--- src/hw/led_pkg.sv ---
/* Panel size, derived address widths, and the opcode and dispatcher state types */
package led_pkg;
    function automatic int address_bits(input int count);
        return (count > 1) ? $clog2(count) : 1;
    endfunction

    function automatic int num_column_address_bits(input int pixel_width);
        return address_bits(pixel_width);
    endfunction

    function automatic int num_row_address_bits(input int pixel_height);
        return address_bits(pixel_height);
    endfunction

    function automatic int num_pixel_select_bits(input int bytes_per_pixel);
        return address_bits(bytes_per_pixel);
    endfunction

    function automatic int num_bytes_to_contain(input int bits);
        return (bits + 7) / 8;
    endfunction

    localparam int PIXEL_WIDTH = 64;
    localparam int PIXEL_HEIGHT = 32;
    localparam int BYTES_PER_PIXEL = 2;

    localparam int COLUMN_BITS = num_column_address_bits(PIXEL_WIDTH);
    localparam int ROW_BITS = num_row_address_bits(PIXEL_HEIGHT);
    localparam int PIXEL_SEL_BITS = num_pixel_select_bits(BYTES_PER_PIXEL);
    localparam int COLUMN_BYTES = num_bytes_to_contain(COLUMN_BITS + 1); // Holds a full-panel width

    typedef enum logic [7:0] {
        OP_NOP      = 8'h00,
        OP_FILLRECT = 8'h46
    } opcode_t;

    typedef enum logic {
        STATE_OPCODE,
        STATE_FORWARD
    } dispatch_state_t;
endpackage

--- src/hw/command_dispatch.sv ---
/* Opcode decoder that routes parameter bytes to the fill command and flags unknown opcodes */
module command_dispatch (
    input  logic       clk,
    input  logic       reset,
    input  logic [7:0] data_in,
    input  logic       data_valid,
    input  logic       fill_ready,
    input  logic       fill_done,
    output logic       cmd_enable,
    output logic       ready,
    output logic       cmd_error
);
    led_pkg::dispatch_state_t state;

    // While waiting for an opcode the dispatcher itself is always ready
    always_comb begin
        if (state == led_pkg::STATE_FORWARD) begin
            ready = fill_ready;
            cmd_enable = data_valid && fill_ready; // Strobes during busy are dropped
        end else begin
            ready = 1'b1;
            cmd_enable = 1'b0;
        end
    end

    always_ff @(posedge clk) begin
        if (reset) begin
            state <= led_pkg::STATE_OPCODE;
            cmd_error <= 1'b0;
        end else begin
            cmd_error <= 1'b0;
            case (state)
                led_pkg::STATE_OPCODE: begin
                    if (data_valid) begin
                        if (data_in == led_pkg::OP_FILLRECT) begin
                            state <= led_pkg::STATE_FORWARD;
                        end else if (data_in != led_pkg::OP_NOP) begin
                            cmd_error <= 1'b1; // Unknown opcode, stay put
                        end
                    end
                end
                led_pkg::STATE_FORWARD: begin
                    if (fill_done) begin
                        state <= led_pkg::STATE_OPCODE;
                    end
                end
                default: state <= led_pkg::STATE_OPCODE;
            endcase
        end
    end
endmodule

--- config.mk ---
export PLATFORM = sky130hd
export DESIGN_NAME = command_dispatch
export DESIGN_NICKNAME = d
export VERILOG_FILES = /design/src/hw/led_pkg.sv /design/src/hw/command_dispatch.sv
export SDC_FILE = /design/constraint.sdc
export NUM_CORES = 1
export LEC_CHECK = 0
export ABC_AREA = 1
export BUFFER_PORTS_ARGS = -buffer_cell sky130_fd_sc_hd__buf_2
export CORE_AREA = 2 2 39 41
export CTS_CLUSTER_DIAMETER = 80
export DETAILED_ROUTE_END_ITERATION = 7
export DIE_AREA = 0 0 41 43
export SLEW_MARGIN = 20
export SYNTH_ARGS = -nofsm -noshare
export SYNTH_HDL_FRONTEND = slang
export SYNTH_SLANG_ARGS = --single-unit
--- constraint.sdc ---
create_clock -name clk -period 2.2 [get_ports clk]
set_clock_uncertainty 0.2 [all_clocks]
set_input_delay 0.44 -clock clk [delete_from_list [all_inputs] [get_ports clk]]
set_output_delay 0.44 -clock clk [all_outputs]
set_load 0.005 [all_outputs]
==> impl_metrics.json <==
{
  "worstPathArrival_ps": 830,
  "min_period_ps": 1470,
  "fin_ws_ps": 729,
  "grt_remaining_overflow": 0,
  "cpPeakStageDelay_ps": 360,
  "crit_cells": 3,
  "fmax_mhz": 680,
  "worstMarginPinSlew_ps": 162,
  "antenna_found_initial": 0,
  "path_buf_inv": 1,
  "synth_cell_types": 6,
  "syn-instance-count": 32,
  "final_common_cell": "buf_2",
  "antenna_cells": 0,
  "wl_um": 401,
  "setup_viol": 0,
  "p_leak_nw": 0.164,
  "cts_buffers": 3,
  "design_area_um2": 278,
  "ys_warn_count": 0,
  "instances_no_fill": 66,
  "hold_class": "in -> reg",
  "cp_data_required_time_ps": 1560,
  "cp_max_fo": 4,
  "syn_area_um2": 160,
  "dieHeight_um": 43,
  "cts_setup_buffers": 0,
  "setup_tns_ps": 0,
  "hold_viol": 0,
  "ant_nets": 0,
  "syn_avg_cell_area_um2": 5.00,
  "start_util": 0.116,
  "clkSlewWorstSetupHoldPaths_ps": 30,
  "portBuffers": 15,
  "yosysSeqAreaShare": 0.250,
  "firstDrtPassIters": 4,
  "grt_pass1_vias": 166,
  "slew_viol_final": 0,
  "power_mw": 0.142,
  "drive_gt1_frac": 0.380,
  "clock_path_buffers": 2,
  "dpl_cell_area_um2": 255,
  "period_share": 0.669,
  "path_delay_family": "flip-flops",
  "synth_nets": 45,
  "place_congestion": 0.576,
  "met2_usage": 0.0719,
  "ctsResizeCount": 0,
  "die_area_um2": 1760,
  "path_cells": "nand2_1 -> nor2_1 -> buf_2",
  "cts_hold_buf": 0,
  "wire_per_inst_um": 6.08,
  "pwr-share-seq": 0.266,
  "pre_cts_slack_ps": 802,
  "end_kind": "output port",
  "fin_nets": 65,
  "internal_power_mw": 0.110,
  "grt_start_max_net_pins": 5,
  "vias_per_cell": 3.39,
  "outcome": "completed",
  "numClockSinks": 2,
  "gr-usage-met3": 0.0157,
  "final_cell_mix": "15 x buf_2, 11 x nand2_1, 9 x nor2_1",
  "drc_errors": 0,
  "start_kind": "flop",
  "first_iter_violations": 1,
  "ys_ff_latch": 2,
  "p_clk_frac": 0.577,
  "pin_count": 16,
  "max_slew_margin": 0.892,
  "ctsHtreeMaxLevel": 1,
  "clock_latency_ps": 230,
  "core_area_um2": 1380,
  "rows": 14,
  "p_per_area_nw_per_um2": 511,
  "maxCapViolations": 0,
  "area_growth_pct": 73.4,
  "fillers": 166,
  "hold_depth": 2,
  "switchingPower_mw": 0.0324,
  "grtUsageTotal": 0.0451,
  "cts_tree": "done",
  "path_class": "reg -> out",
  "peakVddDrop_mv": 0.0796,
  "combPwrFrac": 0.157,
  "cts_root_buf": "clkbuf_4",
  "post-place-cells": 63,
  "swShare": 0.228,
  "rsz0062_at_grt": "false",
  "busiest_layer": "met2",
  "grt_use_met1": 0.0415,
  "grt_pass1_wl_um": 524,
  "hpwl_um": 353,
  "vias": 224,
  "slowest_stage": "dfxtp_1",
  "die_w_um": 41,
  "r2r_cells": 3
}
-- cells in the mapped netlist, drive strengths merged --
master	n	area [um^2]
nand2	11	41.3
nand3	2	10.0
inv	7	26.3
o21ai	1	8.76
nor2	9	33.8
dfxtp	2	40.0
-- kinds of logic after synthesis --
kind of cell    share of synthesized area
buf+inv                             0.164
compound gates                     0.0547
flops                               0.250
simple gates                        0.531
-- registers in the layout, summed over array words and instances (netlist names) --
register / cells
state: 1
cmd_error: 1
-- power groups by stage --
stage	Combinational, mW	Clock [mW]	Sequential [mW]
after global placement	0.0217	0	0.0382
after detailed placement	0.0226	0	0.0382
after floorplan	0.00859	0	0.0385
after global routing	0.0255	0.0876	0.0379
final	0.0223	0.0820	0.0378
after CTS	0.0227	0.0872	0.0378
-- layout make-up --
type	instances	area, um^2	share of cell area
clock buffers	3	22.5	0.0811
inverters	7	26.3	0.0946
multi-input cells	23	93.8	0.338
flip-flops and latches	2	40.0	0.144
well taps	16	20.0	0.0721
repair buffers	15	75.1	0.270
-- final timing paths --
path / from / end / slack [ps]
max: state / cmd_enable / 730
min: fill_done / state / 190
max reg2reg: state / state / 1310
min reg2reg: state / state / 290
-- layer usage --
layer  share of wire  vias up
met2            0.53        6
met1            0.44       90
met4               0        0
met3           0.032        0
met5               0        -
li1                -      128
-- stage by stage --
step | hold slack [ps] | utilization
6_report | 191 | 0.201
5_1_grt | 192 | 0.201
4_1_cts | 181 | 0.201
3_5_place_dp | 292 | 0.184
3_3_place_gp | 292 | 0.184
2_1_floorplan | 273 | -
No activity file was read; power rests on OpenSTA's default activity.
