File: config.mk
export PLATFORM = sky130hd
export DESIGN_NAME = control_cmd_fillrect
export DESIGN_NICKNAME = d
export VERILOG_FILES = /design/src/hw/led_pkg.sv /design/src/hw/control_cmd_fillrect.sv /design/src/hw/control_subcmd_fillarea.sv
export SDC_FILE = /design/constraint.sdc
export NUM_CORES = 1
export LEC_CHECK = 0
export ABC_AREA = 1
export BUFFER_PORTS_ARGS = -buffer_cell sky130_fd_sc_hd__buf_2
export CAP_MARGIN = 10
export CELL_PAD_IN_SITES_DETAIL_PLACEMENT = 0
export CELL_PAD_IN_SITES_GLOBAL_PLACEMENT = 1
export CORE_AREA = 2 2 94 132
export CTS_CLUSTER_SIZE = 25
export DETAILED_ROUTE_END_ITERATION = 16
export DIE_AREA = 0 0 96 134
export PLACE_DENSITY_LB_ADDON = 0.1
export SETUP_SLACK_MARGIN = 0.4
export SLEW_MARGIN = 25
export SYNTH_ARGS = -nofsm -noshare
export SYNTH_HDL_FRONTEND = slang
export SYNTH_HIERARCHICAL = 1
export SYNTH_SLANG_ARGS = --single-unit
export TNS_END_PERCENT = 100
File: constraint.sdc
create_clock -name clk -period 5.1 [get_ports clk]
set_input_delay 1.02 -clock clk [delete_from_list [all_inputs] [get_ports clk]]
set_output_delay 1.02 -clock clk [all_outputs]
set_load 0.005 [all_outputs]
File: src/hw/led_pkg.sv
/* Panel size, derived address widths, and the opcode and dispatcher state types */
package led_pkg;
    function automatic int address_bits(input int count);
        return (count > 1) ? $clog2(count) : 1;
    endfunction

    function automatic int num_column_address_bits(input int pixel_width);
        return address_bits(pixel_width);
    endfunction

    function automatic int num_row_address_bits(input int pixel_height);
        return address_bits(pixel_height);
    endfunction

    function automatic int num_pixel_select_bits(input int bytes_per_pixel);
        return address_bits(bytes_per_pixel);
    endfunction

    function automatic int num_bytes_to_contain(input int bits);
        return (bits + 7) / 8;
    endfunction

    localparam int PIXEL_WIDTH = 64;
    localparam int PIXEL_HEIGHT = 32;
    localparam int BYTES_PER_PIXEL = 2;

    localparam int COLUMN_BITS = num_column_address_bits(PIXEL_WIDTH);
    localparam int ROW_BITS = num_row_address_bits(PIXEL_HEIGHT);
    localparam int PIXEL_SEL_BITS = num_pixel_select_bits(BYTES_PER_PIXEL);
    localparam int COLUMN_BYTES = num_bytes_to_contain(COLUMN_BITS + 1); // Holds a full-panel width

    typedef enum logic [7:0] {
        OP_NOP      = 8'h00,
        OP_FILLRECT = 8'h46
    } opcode_t;

    typedef enum logic {
        STATE_OPCODE,
        STATE_FORWARD
    } dispatch_state_t;
endpackage

File: src/hw/control_cmd_fillrect.sv
/* Fill-rectangle command: captures x1, y1, width, height and colour, then runs the fill engine */
module control_cmd_fillrect #(
    parameter int PIXEL_WIDTH = led_pkg::PIXEL_WIDTH,
    parameter int PIXEL_HEIGHT = led_pkg::PIXEL_HEIGHT,
    parameter int BYTES_PER_PIXEL = led_pkg::BYTES_PER_PIXEL
) (
    input  logic clk,
    input  logic reset,
    input  logic [7:0] data_in,
    input  logic enable,
    output logic [led_pkg::num_row_address_bits(PIXEL_HEIGHT)-1:0] row,
    output logic [led_pkg::num_column_address_bits(PIXEL_WIDTH)-1:0] column,
    output logic [led_pkg::num_pixel_select_bits(BYTES_PER_PIXEL)-1:0] pixel,
    output logic [7:0] data_out,
    output logic ram_write_enable,
    output logic ready_for_data,
    output logic done
);
    localparam int COLUMN_BITS = led_pkg::num_column_address_bits(PIXEL_WIDTH);
    localparam int COLUMN_BYTES = led_pkg::num_bytes_to_contain(COLUMN_BITS + 1);
    localparam int COUNT_BITS = (COLUMN_BYTES > 1) ? $clog2(COLUMN_BYTES) : 1;
    localparam int SEL_BITS = led_pkg::num_pixel_select_bits(BYTES_PER_PIXEL);

    typedef enum logic [3:0] {
        STATE_X1,
        STATE_Y1,
        STATE_WIDTH,
        STATE_HEIGHT,
        STATE_COLOR,
        STATE_START,
        STATE_RUNNING,
        STATE_PREDONE,
        STATE_DONE
    } fillrect_state_t;

    fillrect_state_t state;
    logic [COLUMN_BYTES*8-1:0] x1;
    logic [COLUMN_BYTES*8-1:0] width;
    logic [7:0] y1;
    logic [7:0] height;
    logic [BYTES_PER_PIXEL*8-1:0] color;
    logic [COUNT_BITS-1:0] x1_count;
    logic [COUNT_BITS-1:0] width_count;
    logic [SEL_BITS-1:0] color_count;
    logic fill_enable;
    logic fill_done;
    logic local_reset;

    always_ff @(posedge clk) begin
        if (reset) begin
            state <= STATE_X1;
            ready_for_data <= 1'b1;
            done <= 1'b0;
            fill_enable <= 1'b0;
            local_reset <= 1'b0;
            x1_count <= COUNT_BITS'(COLUMN_BYTES - 1);
            width_count <= COUNT_BITS'(COLUMN_BYTES - 1);
            color_count <= SEL_BITS'(BYTES_PER_PIXEL - 1);
        end else begin
            case (state)
                STATE_X1: begin
                    if (enable) begin
                        x1[x1_count*8 +: 8] <= data_in; // Most significant byte arrives first
                        if (x1_count == '0) state <= STATE_Y1;
                        else x1_count <= x1_count - 1'b1;
                    end
                end
                STATE_Y1: begin
                    if (enable) begin
                        y1 <= data_in;
                        state <= STATE_WIDTH;
                    end
                end
                STATE_WIDTH: begin
                    if (enable) begin
                        width[width_count*8 +: 8] <= data_in;
                        if (width_count == '0) state <= STATE_HEIGHT;
                        else width_count <= width_count - 1'b1;
                    end
                end
                STATE_HEIGHT: begin
                    if (enable) begin
                        height <= data_in;
                        state <= STATE_COLOR;
                    end
                end
                STATE_COLOR: begin
                    if (enable) begin
                        color[color_count*8 +: 8] <= data_in;
                        if (color_count == '0) begin
                            state <= STATE_START;
                            ready_for_data <= 1'b0;
                        end else begin
                            color_count <= color_count - 1'b1;
                        end
                    end
                end
                STATE_START: begin
                    fill_enable <= 1'b1;
                    state <= STATE_RUNNING;
                end
                STATE_RUNNING: begin
                    if (fill_done) begin
                        fill_enable <= 1'b0;
                        local_reset <= 1'b1; // Returns the engine to idle
                        state <= STATE_PREDONE;
                    end
                end
                STATE_PREDONE: begin
                    local_reset <= 1'b0;
                    done <= 1'b1;
                    state <= STATE_DONE;
                end
                STATE_DONE: begin
                    done <= 1'b0;
                    ready_for_data <= 1'b1;
                    x1_count <= COUNT_BITS'(COLUMN_BYTES - 1);
                    width_count <= COUNT_BITS'(COLUMN_BYTES - 1);
                    color_count <= SEL_BITS'(BYTES_PER_PIXEL - 1);
                    x1 <= '0;
                    width <= '0;
                    y1 <= '0;
                    height <= '0;
                    color <= '0;
                    state <= STATE_X1;
                end
                default: state <= STATE_X1;
            endcase
        end
    end

    control_subcmd_fillarea #(
        .PIXEL_WIDTH(PIXEL_WIDTH),
        .PIXEL_HEIGHT(PIXEL_HEIGHT),
        .BYTES_PER_PIXEL(BYTES_PER_PIXEL)
    ) fillarea (
        .clk(clk),
        .reset(reset || local_reset),
        .enable(fill_enable),
        .x1(x1),
        .y1(y1),
        .width(width),
        .height(height),
        .color(color),
        .row(row),
        .column(column),
        .pixel(pixel),
        .data_out(data_out),
        .ram_write_enable(ram_write_enable),
        .done(fill_done)
    );
endmodule

File: src/hw/control_subcmd_fillarea.sv
/* Fill engine that walks the clipped rectangle and writes one colour byte per cycle */
module control_subcmd_fillarea #(
    parameter int PIXEL_WIDTH = led_pkg::PIXEL_WIDTH,
    parameter int PIXEL_HEIGHT = led_pkg::PIXEL_HEIGHT,
    parameter int BYTES_PER_PIXEL = led_pkg::BYTES_PER_PIXEL
) (
    input  logic clk,
    input  logic reset,
    input  logic enable,
    input  logic [led_pkg::num_bytes_to_contain(
        led_pkg::num_column_address_bits(PIXEL_WIDTH) + 1)*8-1:0] x1,
    input  logic [7:0] y1,
    input  logic [led_pkg::num_bytes_to_contain(
        led_pkg::num_column_address_bits(PIXEL_WIDTH) + 1)*8-1:0] width,
    input  logic [7:0] height,
    input  logic [BYTES_PER_PIXEL*8-1:0] color,
    output logic [led_pkg::num_row_address_bits(PIXEL_HEIGHT)-1:0] row,
    output logic [led_pkg::num_column_address_bits(PIXEL_WIDTH)-1:0] column,
    output logic [led_pkg::num_pixel_select_bits(BYTES_PER_PIXEL)-1:0] pixel,
    output logic [7:0] data_out,
    output logic ram_write_enable,
    output logic done
);
    localparam int COLUMN_BITS = led_pkg::num_column_address_bits(PIXEL_WIDTH);
    localparam int ROW_BITS = led_pkg::num_row_address_bits(PIXEL_HEIGHT);
    localparam int SEL_BITS = led_pkg::num_pixel_select_bits(BYTES_PER_PIXEL);
    localparam int XS = led_pkg::num_bytes_to_contain(COLUMN_BITS + 1) * 8 + 1; // Sum width
    localparam int YS = 9;

    typedef enum logic [1:0] {
        FILL_IDLE,
        FILL_WRITE,
        FILL_FINISHED
    } fillarea_state_t;

    fillarea_state_t state;
    logic [XS-1:0] x_sum;
    logic [XS-1:0] x_stop;
    logic [YS-1:0] y_sum;
    logic [YS-1:0] y_stop;
    logic empty;
    logic last_column;
    logic last_row;

    // End column and row are exclusive and capped at the panel edges
    always_comb begin
        x_sum = XS'(x1) + XS'(width);
        y_sum = YS'(y1) + YS'(height);
        x_stop = (x_sum > XS'(PIXEL_WIDTH)) ? XS'(PIXEL_WIDTH) : x_sum;
        y_stop = (y_sum > YS'(PIXEL_HEIGHT)) ? YS'(PIXEL_HEIGHT) : y_sum;
        empty = (XS'(x1) >= x_stop) || (YS'(y1) >= y_stop); // Also covers a start off the panel
        last_column = (XS'(column) + 1'b1) == x_stop;
        last_row = (YS'(row) + 1'b1) == y_stop;
    end

    assign data_out = color[pixel*8 +: 8];

    always_ff @(posedge clk) begin
        if (reset) begin
            state <= FILL_IDLE;
            ram_write_enable <= 1'b0;
            done <= 1'b0;
            row <= '0;
            column <= '0;
            pixel <= '0;
        end else begin
            case (state)
                FILL_IDLE: begin
                    if (enable) begin
                        if (empty) begin
                            done <= 1'b1; // Nothing to draw
                            state <= FILL_FINISHED;
                        end else begin
                            row <= y1[ROW_BITS-1:0];
                            column <= x1[COLUMN_BITS-1:0];
                            pixel <= SEL_BITS'(BYTES_PER_PIXEL - 1);
                            ram_write_enable <= 1'b1;
                            state <= FILL_WRITE;
                        end
                    end
                end
                FILL_WRITE: begin
                    if (pixel != '0) begin
                        pixel <= pixel - 1'b1;
                    end else begin
                        pixel <= SEL_BITS'(BYTES_PER_PIXEL - 1);
                        if (!last_column) begin
                            column <= column + 1'b1;
                        end else begin
                            column <= x1[COLUMN_BITS-1:0];
                            if (!last_row) begin
                                row <= row + 1'b1;
                            end else begin
                                ram_write_enable <= 1'b0;
                                done <= 1'b1;
                                state <= FILL_FINISHED;
                            end
                        end
                    end
                end
                FILL_FINISHED: begin
                    done <= 1'b0; // Held here until the command resets us
                end
                default: state <= FILL_IDLE;
            endcase
        end
    end
endmodule

==> impl_summary.log, run 1 <==
INFO  metric worst_slew_margin_rel = 0.4042
INFO  metric ys.flop_type = edfxtp_1
INFO  metric setup_violations = 0
INFO  metric endpoint_kind = flip-flop
INFO  metric synth_area_leaders = edfxtp_1 27%, nand2_1 12%, dfxtp_1 9.5%
INFO  metric synthesis.area = between 5000 and 6000 um^2
INFO  metric grt_setup_unrepaired = false
INFO  metric initial_drt_pass_iterations = 5
INFO  metric area_share_of_and_or_nand_nor_cells_after_synthesis = 0.3297
INFO  metric start_util = 0.4498
INFO  metric die-area = 12,860 um^2
INFO  metric fmax = 0.2462 GHz
INFO  metric critical_path.max_fanout = 14
INFO  metric tritoncts = yes
INFO  metric cellLeakagePower = 0.002786 uW
INFO  metric timing.critical_path.required = ~5400 ps
INFO  metric min_path_type = reg2reg
INFO  metric boundaryPins = 34
INFO  metric final_layout_size_suffix_gt1_frac = 0.1541
INFO  metric drt-wirelength-per-cell = 13.42 um
INFO  metric fp.coreArea = 11,700 um^2
INFO  metric synth_top_cell_by_area = edfxtp_1
INFO  metric drc = 0
INFO  metric global_route.usage.total = 0.1968
INFO  metric vias_in_the_first_global_route = 4,225
INFO  metric synth_seq_area_share = 0.3689
INFO  metric outcome = complete, no violations
INFO  metric synth_compound_area_frac = 0.08010
INFO  metric slowest_delay = roughly 470 ps
INFO  metric final_slew_viol_count = 0
INFO  metric numPortBuffers = 33
INFO  metric power_density = approximately 370 nW/um^2
INFO  metric grt_start_max_net_pins = 25
INFO  metric main_combinational_cell_family_by_area_after_synthesis = simple AND/OR/NAND/NOR gates
INFO  metric register_area = 1942 um^2
INFO  metric muxShareOfSynthArea = 0.01711
INFO  metric fin_nets = 767
INFO  metric critical_path.cell_chain = ha_1 -> inv_1 -> fa_1 -> inv_1 -> or2_2 -> nor2_1 -> nand3_1 -> a21oi_4 -> nand3_1 -> ha_1 -> a21oi_1 -> o21ai_0 -> nor2b_1 -> nor3_1 -> nand3_2 -> a21oi_4 -> nand3_4 -> nand2_1 -> nand2_1 -> nor2_1
INFO  metric vdd_drop_max = about 0.22 mV
INFO  metric layout.cells.most_common_list = 171 x nand2_1, 112 x inv_1, 61 x nor2_1
INFO  metric clk_pin_slew_worst_paths = 60 ps
INFO  metric cts_inserted_buffers = 9
INFO  metric critical_path.slowest_cell = fa_1
INFO  metric gp_weighted_congestion = 0.8517
INFO  metric final.setup_skew = roughly 4.8 ps
INFO  metric antenna_violating_nets_post_route = 0
INFO  metric worst_hold_slack = approximately 460 ps
INFO  metric fill_cells = around 1,200
INFO  metric ys_warn_count = 6
INFO  metric synth.top_cell.area_share = 0.2738
INFO  metric first_pass_grt_wire_length = 19.74 mm
INFO  metric clock_root_buffer = clkbuf_16
INFO  metric clock_insertion_delay_worst_skew = roughly 330 ps
INFO  metric maxCapViolCount = 0
INFO  metric via_count = 4,358
INFO  metric max_slew.worst_pin.slew = 890.4 ps
INFO  metric number_of_design_rule_violations_left_by_the_first_detailed_router_iteration = 201
INFO  metric cts_repair_resize_count = 0
INFO  metric die-height = 134 um
INFO  metric finalCritPeriodShare = 0.7965
INFO  metric timing.setup.tns = 0 ps
INFO  metric timing_worst_setup_path_type = reg2reg
INFO  metric antenna_cells = 0
INFO  metric postCtsHoldBufs = 0
INFO  metric synth_enable_flop_cells = 48
INFO  metric cts-root-to-sink-buffers = 2
INFO  metric timing.critical_path.arrival = ~4300 ps
INFO  metric crit_path_start_kind = flip-flop
INFO  metric drt-vias-per-instance = 4.986
INFO  metric synth_async_sr_flop_share = 0
INFO  metric final_common_cell = nand2_1
INFO  metric synth_fa_ha_area_frac = 0.08367
INFO  metric place_hpwl = ~9.2 mm
INFO  metric post_synthesis_xor_xnor_area_fraction = 0.01331
INFO  metric yosys_register_bits = 73
INFO  metric row_count = 47
INFO  metric post_synth_inst_count = ~690
INFO  metric post_cts_buffers = 0
INFO  metric period_minus_slack = 4062 ps
INFO  metric distinct_cells_synth = 44
INFO  metric grt_antenna_before_repair = 0
INFO  metric grt_overflow_total = 0
INFO  metric htreeDepth = 3
INFO  metric multi_input_area = 2769 um^2
INFO  metric synth.avg_cell_area = 7.651 um^2
INFO  metric final_report_hold_violation_count = 0
INFO  metric route.final.wire_length = 11.73 mm
INFO  metric chipWidth = 96 um
INFO  metric clkSinkCount = 73
INFO  metric synthToLayoutAreaGrowth = 11.05%
[through the flow]
stage | total power [uW] | std cells | area [um^2] | util | setup WS [ps]
after CTS | 2179 | 874 | 5846 | 0.4995 | 1042
final | 2162 | 874 | 5846 | 0.4995 | 1038
after global placement | 1479 | 858 | 5523 | 0.4719 | 1223
after detailed placement | 1486 | 858 | 5523 | 0.4719 | 1063
after floorplan | 1315 | 690 | 5271 | - | 1530
after global routing | 2318 | 874 | 5846 | 0.4995 | 671.9
[sequential cells by signal, summed over array words and instances, names as in the netlist]
name,count
width,8
ready_for_data,1
color_count,1
fill_enable,1
state,4
fillarea/ram_write_enable,1
fillarea/column,6
height,8
y1,8
x1,8
done,1
color,16
fillarea/pixel,1
fillarea/row,5
local_reset,1
fillarea/state,2
fillarea/done,1
[power by group]
| part | internal (uW) | total, uW | switching, uW |
|---|---|---|---|
| Clock | 443 | 686 | 243 |
| Sequential | 706 | 789 | 82.8 |
| Combinational | 256 | 687 | 431 |
[final timing paths]
path / start / endpoint / slack [ps] / cells past startpoint
worst min-delay path: ready_for_data / ready_for_data / 460 / 2
worst max register to register: y1[0] / fillarea/row[3] / 1040 / 20
worst max-delay path: y1[0] / fillarea/row[3] / 1040 / 20
worst min register to register: ready_for_data / ready_for_data / 460 / 2
[critical path, delay by kind of cell, from the launching register on]
kind | cells | cell delay (ps)
AOI/OAI and AO/OA | 4 | 840
DFF | 1 | 380
and+or+nand+nor | 11 | 1670
adders and majority gates | 3 | 980
buffers and inverters | 2 | 120
[cell type report]
cell class,instances,area share
inverters,120,0.07791
repair buffers,34,0.02954
multi-input cells,484,0.4737
clock inverters,4,0.01306
clock buffers,12,0.04217
well taps,147,0.03146
flip-flops and latches,73,0.3322
[cells in the mapped netlist (all sizes together) (2+ instances only)]
cell type  number
nand2         182
inv           120
nor2           74
nand3          60
edfxtp         48
o21ai          40
ha             32
a21oi          30
dfxtp          25
nand4          23
buf            10
mux2            8
nor3            7
xor2            7
a21boi          4
or2             4
clkbuf          3
nand3b          3
fa              2
[layer usage]
layer  global-route usage  up-vias  wire length [um]
li1                     -     2309                 -
met1               0.2431     1936              5261
met2               0.3360       89              5789
met3              0.02360       24               294
met4              0.09048        0               380
met5                    0        -                 0
[cells by family (layout without fill, tap and decap cells)]
| family | after synthesis | in the layout |
|---|---|---|
| AND/OR/NAND/NOR | 356 | 356 |
| buffers and inverters | 133 | 170 |
| AO/OA/AOI/OAI | 75 | 75 |
| flip-flops | 73 | 73 |
| adder cells (fa/ha/maj) | 34 | 34 |
| XOR/XNOR | 8 | 8 |
| multiplexers | 8 | 8 |
| other | 1 | 3 |
(Power assumes the default switching activity.)
==> run 2: changes to the inputs <==
- ABC_AREA: 1 -> 0
- CORE_AREA: 2 2 94 132 -> 2 2 93 131
- DIE_AREA: 0 0 96 134 -> 0 0 95 133
- clock period: 5.1 -> 3.6 ns (I/O delays scaled with it)
==> run 2 against run 1 <==
Net effect: the run now ends with negative setup slack left; utilization up 6.4 points; clock power up 43%; global-route usage up 0.65 points; sequential power up 17%; highest routed layer unchanged; critical endpoint is now fillarea/pixel; sequential share of layout area down 3.5 points.
==> impl_summary.log, run 2 <==
INFO  metric outcome = finished, violations left
INFO  metric failed_checks = negative setup slack
INFO  metric endpoint_kind = flip-flop
INFO  metric grt_setup_unrepaired = true
INFO  metric vdd_drop_max = 0.2649 mV (+19%)
INFO  metric row_count = 47 (unchanged)
INFO  metric ys_warn_count = 6 (unchanged)
INFO  metric antenna_cells = 0 (unchanged)
INFO  metric clock_root_buffer = clkbuf_16
INFO  metric synth_top_cell_by_area = edfxtp_1
INFO  metric timing.critical_path.required = 3860 ps (-1510 ps)
INFO  metric drc = 0 (unchanged)
INFO  metric synth_area_leaders = edfxtp_1 29%, dfxtp_1 10%, ha_1 8.0%
INFO  metric largest_reg_flops = 16 (unchanged)
INFO  metric p_switching = 539.5 uW (-29%)
INFO  metric relative_contribution_of_the_clock_network_to_total_power = 0.442 (+0.125)
INFO  metric via_count = 4,170 (-4.3%)
INFO  metric cts_inserted_buffers = 9 (unchanged)
INFO  metric grt_antenna_before_repair = 0 (unchanged)
INFO  metric synth_enable_flop_cells = 48 (unchanged)
INFO  metric yosys_register_bits = 73 (unchanged)
INFO  metric critical_path.max_fanout = 4 (-10)
INFO  metric multi_input_area = 3057 um^2 (+10%)
INFO  metric start_util = 0.4295 (-0.02027)
INFO  metric final_design_area_no_fill = 6531 um^2 (+12%)
INFO  metric seqPwrFrac = 0.418 (+0.053)
INFO  metric final_layout_size_suffix_gt1_frac = 0.3328 (+0.1787)
INFO  metric post_synth_inst_count = 498 (-28%)
INFO  metric tritoncts = yes
INFO  metric fin_nets = 668 (-13%)
INFO  metric htreeDepth = 3 (unchanged)
INFO  metric top_register = color
INFO  metric power.internal = 1674 uW (+19%)
INFO  metric total_power = 2214 uW (+2.4%)
INFO  metric final.setup_skew = 6.046 ps (+1.211 ps)
INFO  metric final_core_util = 0.5638 (+0.06426)
INFO  metric number_of_design_rule_violations_left_by_the_first_detailed_router_iteration = 117 (-42%)
INFO  metric synthToLayoutAreaGrowth = 31.25%
INFO  metric synth_seq_area_share = 0.3902 (+0.02133)
INFO  metric antenna_violating_nets_post_route = 0 (unchanged)
INFO  metric worst_slew_margin_rel = 0.3218 (-0.08236)
INFO  metric fmax = 0.2402 GHz (-2.4%)
INFO  metric period_minus_slack = 4164 ps (+101.8 ps)
INFO  metric vias_in_the_first_global_route = 4,238 (+0.31%)
INFO  metric grt_overflow_total = 0 (unchanged)
INFO  metric die-area = 12,640 um^2 (-1.8%)
INFO  metric clkSinkCount = 73 (unchanged)
INFO  metric synth_async_sr_flop_share = 0 (unchanged)
INFO  metric drt-wirelength-per-cell = 15.48 um (+15%)
INFO  metric setup_ws = -563.8 ps (-1602 ps)
INFO  metric gp_weighted_congestion = 0.9111 (+7.0%)
INFO  metric timing_worst_setup_path_type = reg2reg
INFO  metric min_path_type = reg2reg
INFO  metric die-height = 133 um (-0.75%)
INFO  metric numPortBuffers = 33 (unchanged)
INFO  metric synthesis.area = 4976 um^2 (-5.5%)
INFO  metric ys.flop_type = edfxtp_1
INFO  metric synth.avg_cell_area = 9.992 um^2 (+31%)
INFO  metric setup_violations = 16 (+16)
INFO  metric final_slew_viol_count = 0 (unchanged)
INFO  metric route.final.wire_length = 12.00 mm (+2.3%)
INFO  metric crit_path_start_kind = flip-flop
INFO  metric place_hpwl = 9.169 mm (-0.34%)
INFO  metric fill_cells = 1,056 (-10%)
INFO  metric finalCritPeriodShare = 1.157 (+0.3601)
INFO  metric grt_start_max_net_pins = 24 (-4.0%)
INFO  metric drt-vias-per-instance = 5.381 (+7.9%)
INFO  metric max_slew.worst_pin.slew = 1016 ps (+125.4 ps)
INFO  metric chipWidth = 95 um (-1.0%)
INFO  metric register_area = 1942 um^2 (unchanged)
INFO  metric distinct_cells_synth = 76 (+73%)
INFO  metric cts-root-to-sink-buffers = 2 (unchanged)
INFO  metric power_density = 338.9 nW/um^2 (-8.4%)
INFO  metric yosys-top-cells-count = 48 x edfxtp_1, 48 x nor2_1, 32 x ha_1
INFO  metric boundaryPins = 34 (unchanged)
INFO  metric clock_insertion_delay_worst_skew = 330 ps (about the same)
INFO  metric timing.critical_path.arrival = 4430 ps (+100 ps)
INFO  metric first_pass_grt_wire_length = 20.24 mm (+2.5%)
INFO  metric switching_share = 0.2437 (-0.1061)
INFO  metric clk_pin_slew_worst_paths = 60 ps (about the same)
INFO  metric placedInstanceArea = 5923 um^2 (+7.2%)
INFO  metric fp.coreArea = 11,580 um^2 (-1.0%)
INFO  metric final_common_cell = buf_4
INFO  metric layout.cells.most_common_list = 95 x buf_4, 48 x edfxtp_1, 46 x nor2_1
INFO  metric final-instance-count-excl-fill = 775 (-11%)
INFO  metric worst_hold_slack = 475.9 ps (+16.55 ps)
INFO  metric initial_drt_pass_iterations = 4 (-1)
INFO  metric global_route.usage.total = 0.2033 (+0.006499)
INFO  metric final_report_hold_violation_count = 0 (unchanged)
INFO  metric synth.top_cell.area_share = 0.2897 (+0.01584)
INFO  metric combinationalPowerShare = 0.140 (-0.178)
INFO  metric maxCapViolCount = 0 (unchanged)
INFO  metric placed_cells = 743 (-13%)
INFO  metric cellLeakagePower = 0.002655 uW (-4.7%)
run 2: cell types whose count changed in the layout (fill, tap and decap cells not counted), moves of 15 or more:
cell	previous run	this run
mux2i_1	0	26
nor2b_1	1	21
nand3_1	46	15
o21ai_0	39	7
inv_1	112	22
nand2_1	171	26
nand4_1	23	5
nor2_1	61	46
buf_4	1	95
run 2: logic make-up (layout without fill, tap and decap cells):
kind of cell,count (synthesis),after routing,synth area share
compound gates,106,106,0.1667
xor+xnor,22,22,0.04149
fa+ha+maj,34,34,0.08851
buf+inv,44,172,0.04450
flops,73,73,0.3902
mux,34,34,0.07041
other cells,1,3,0.0007536
simple gates,184,184,0.1974
run 2: area by class of cell:
cell class                 count  share of cell area
sequential                    73              0.2973
inverter                      23             0.01322
clock inverter                 6             0.01379
multi-input combinational    383              0.4680
clock buffer                  10             0.03506
tap                          147             0.02816
timing repair buffer         133              0.1444
run 2: stage by stage:
step / setup slack [ps] / TNS [ps]
floorplan: -539.4 / -6944
global placement: -549.9 / -7707
detailed placement: -675.1 / -9369
CTS: -426.0 / -5527
global route: -780.9 / -11200
finish: -563.8 / -7265
run 2: path summary, 6_finish.rpt:
path | end | cells after the start | startpoint | slack [ps]
worst max-delay path | fillarea/pixel | 21 | x1[0] | -560
worst min-delay path | ready_for_data | 1 | ready_for_data | 480
worst max register to register | fillarea/pixel | 21 | x1[0] | -560
worst min register to register | ready_for_data | 1 | ready_for_data | 480
run 2: timing repair:
| item | in CTS | in global routing |
|---|---|---|
| resized for setup | 23 | 9 |
| setup buffers | 15 | 0 |
| pin swaps | 24 | 3 |
| setup endpoints to repair | 16 | 16 |
| endpoints found under the hold margin | 0 | 0 |
| hold buffers | 0 | 0 |
| cloned | 0 | 0 |
run 2: critical path, stage by stage, from the launching register on:
cell and delay [ps]:
edfxtp_1 360, ha_2 190, inv_2 40, fa_2 330, nand2b_4 150, a21oi_4 190, xor2_2 110, nor3_2 230
a31oi_4 130, nor2_2 180, nand2_1 80, ha_1 290, a21o_1 190, nand3_2 60, a21oi_2 70, nor4_4 250
nand3_2 120, o31ai_4 360, buf_6 160, a31oi_4 70, or3_1 400, a21oi_1 130
run 2: per-layer routing:
metal | track usage | vias up | part of all wire | wire length (um)
met5 | 0 | - | 0 | 0
met4 | 0.06602 | 0 | 0.017 | 201
met3 | 0.03815 | 12 | 0.027 | 318
met2 | 0.3652 | 53 | 0.53 | 6361
met1 | 0.2392 | 2003 | 0.43 | 5115
li1 | - | 2102 | - | -
run 2: power groups by stage:
| stage | clock network (uW) | registers [uW] | logic (uW) |
|---|---|---|---|
| floorplan | 0 | 934 | 172 |
| global placement | 0 | 943 | 275 |
| detailed placement | 0 | 944 | 278 |
| CTS | 996 | 926 | 307 |
| global route | 1030 | 928 | 343 |
| finish | 978 | 926 | 310 |
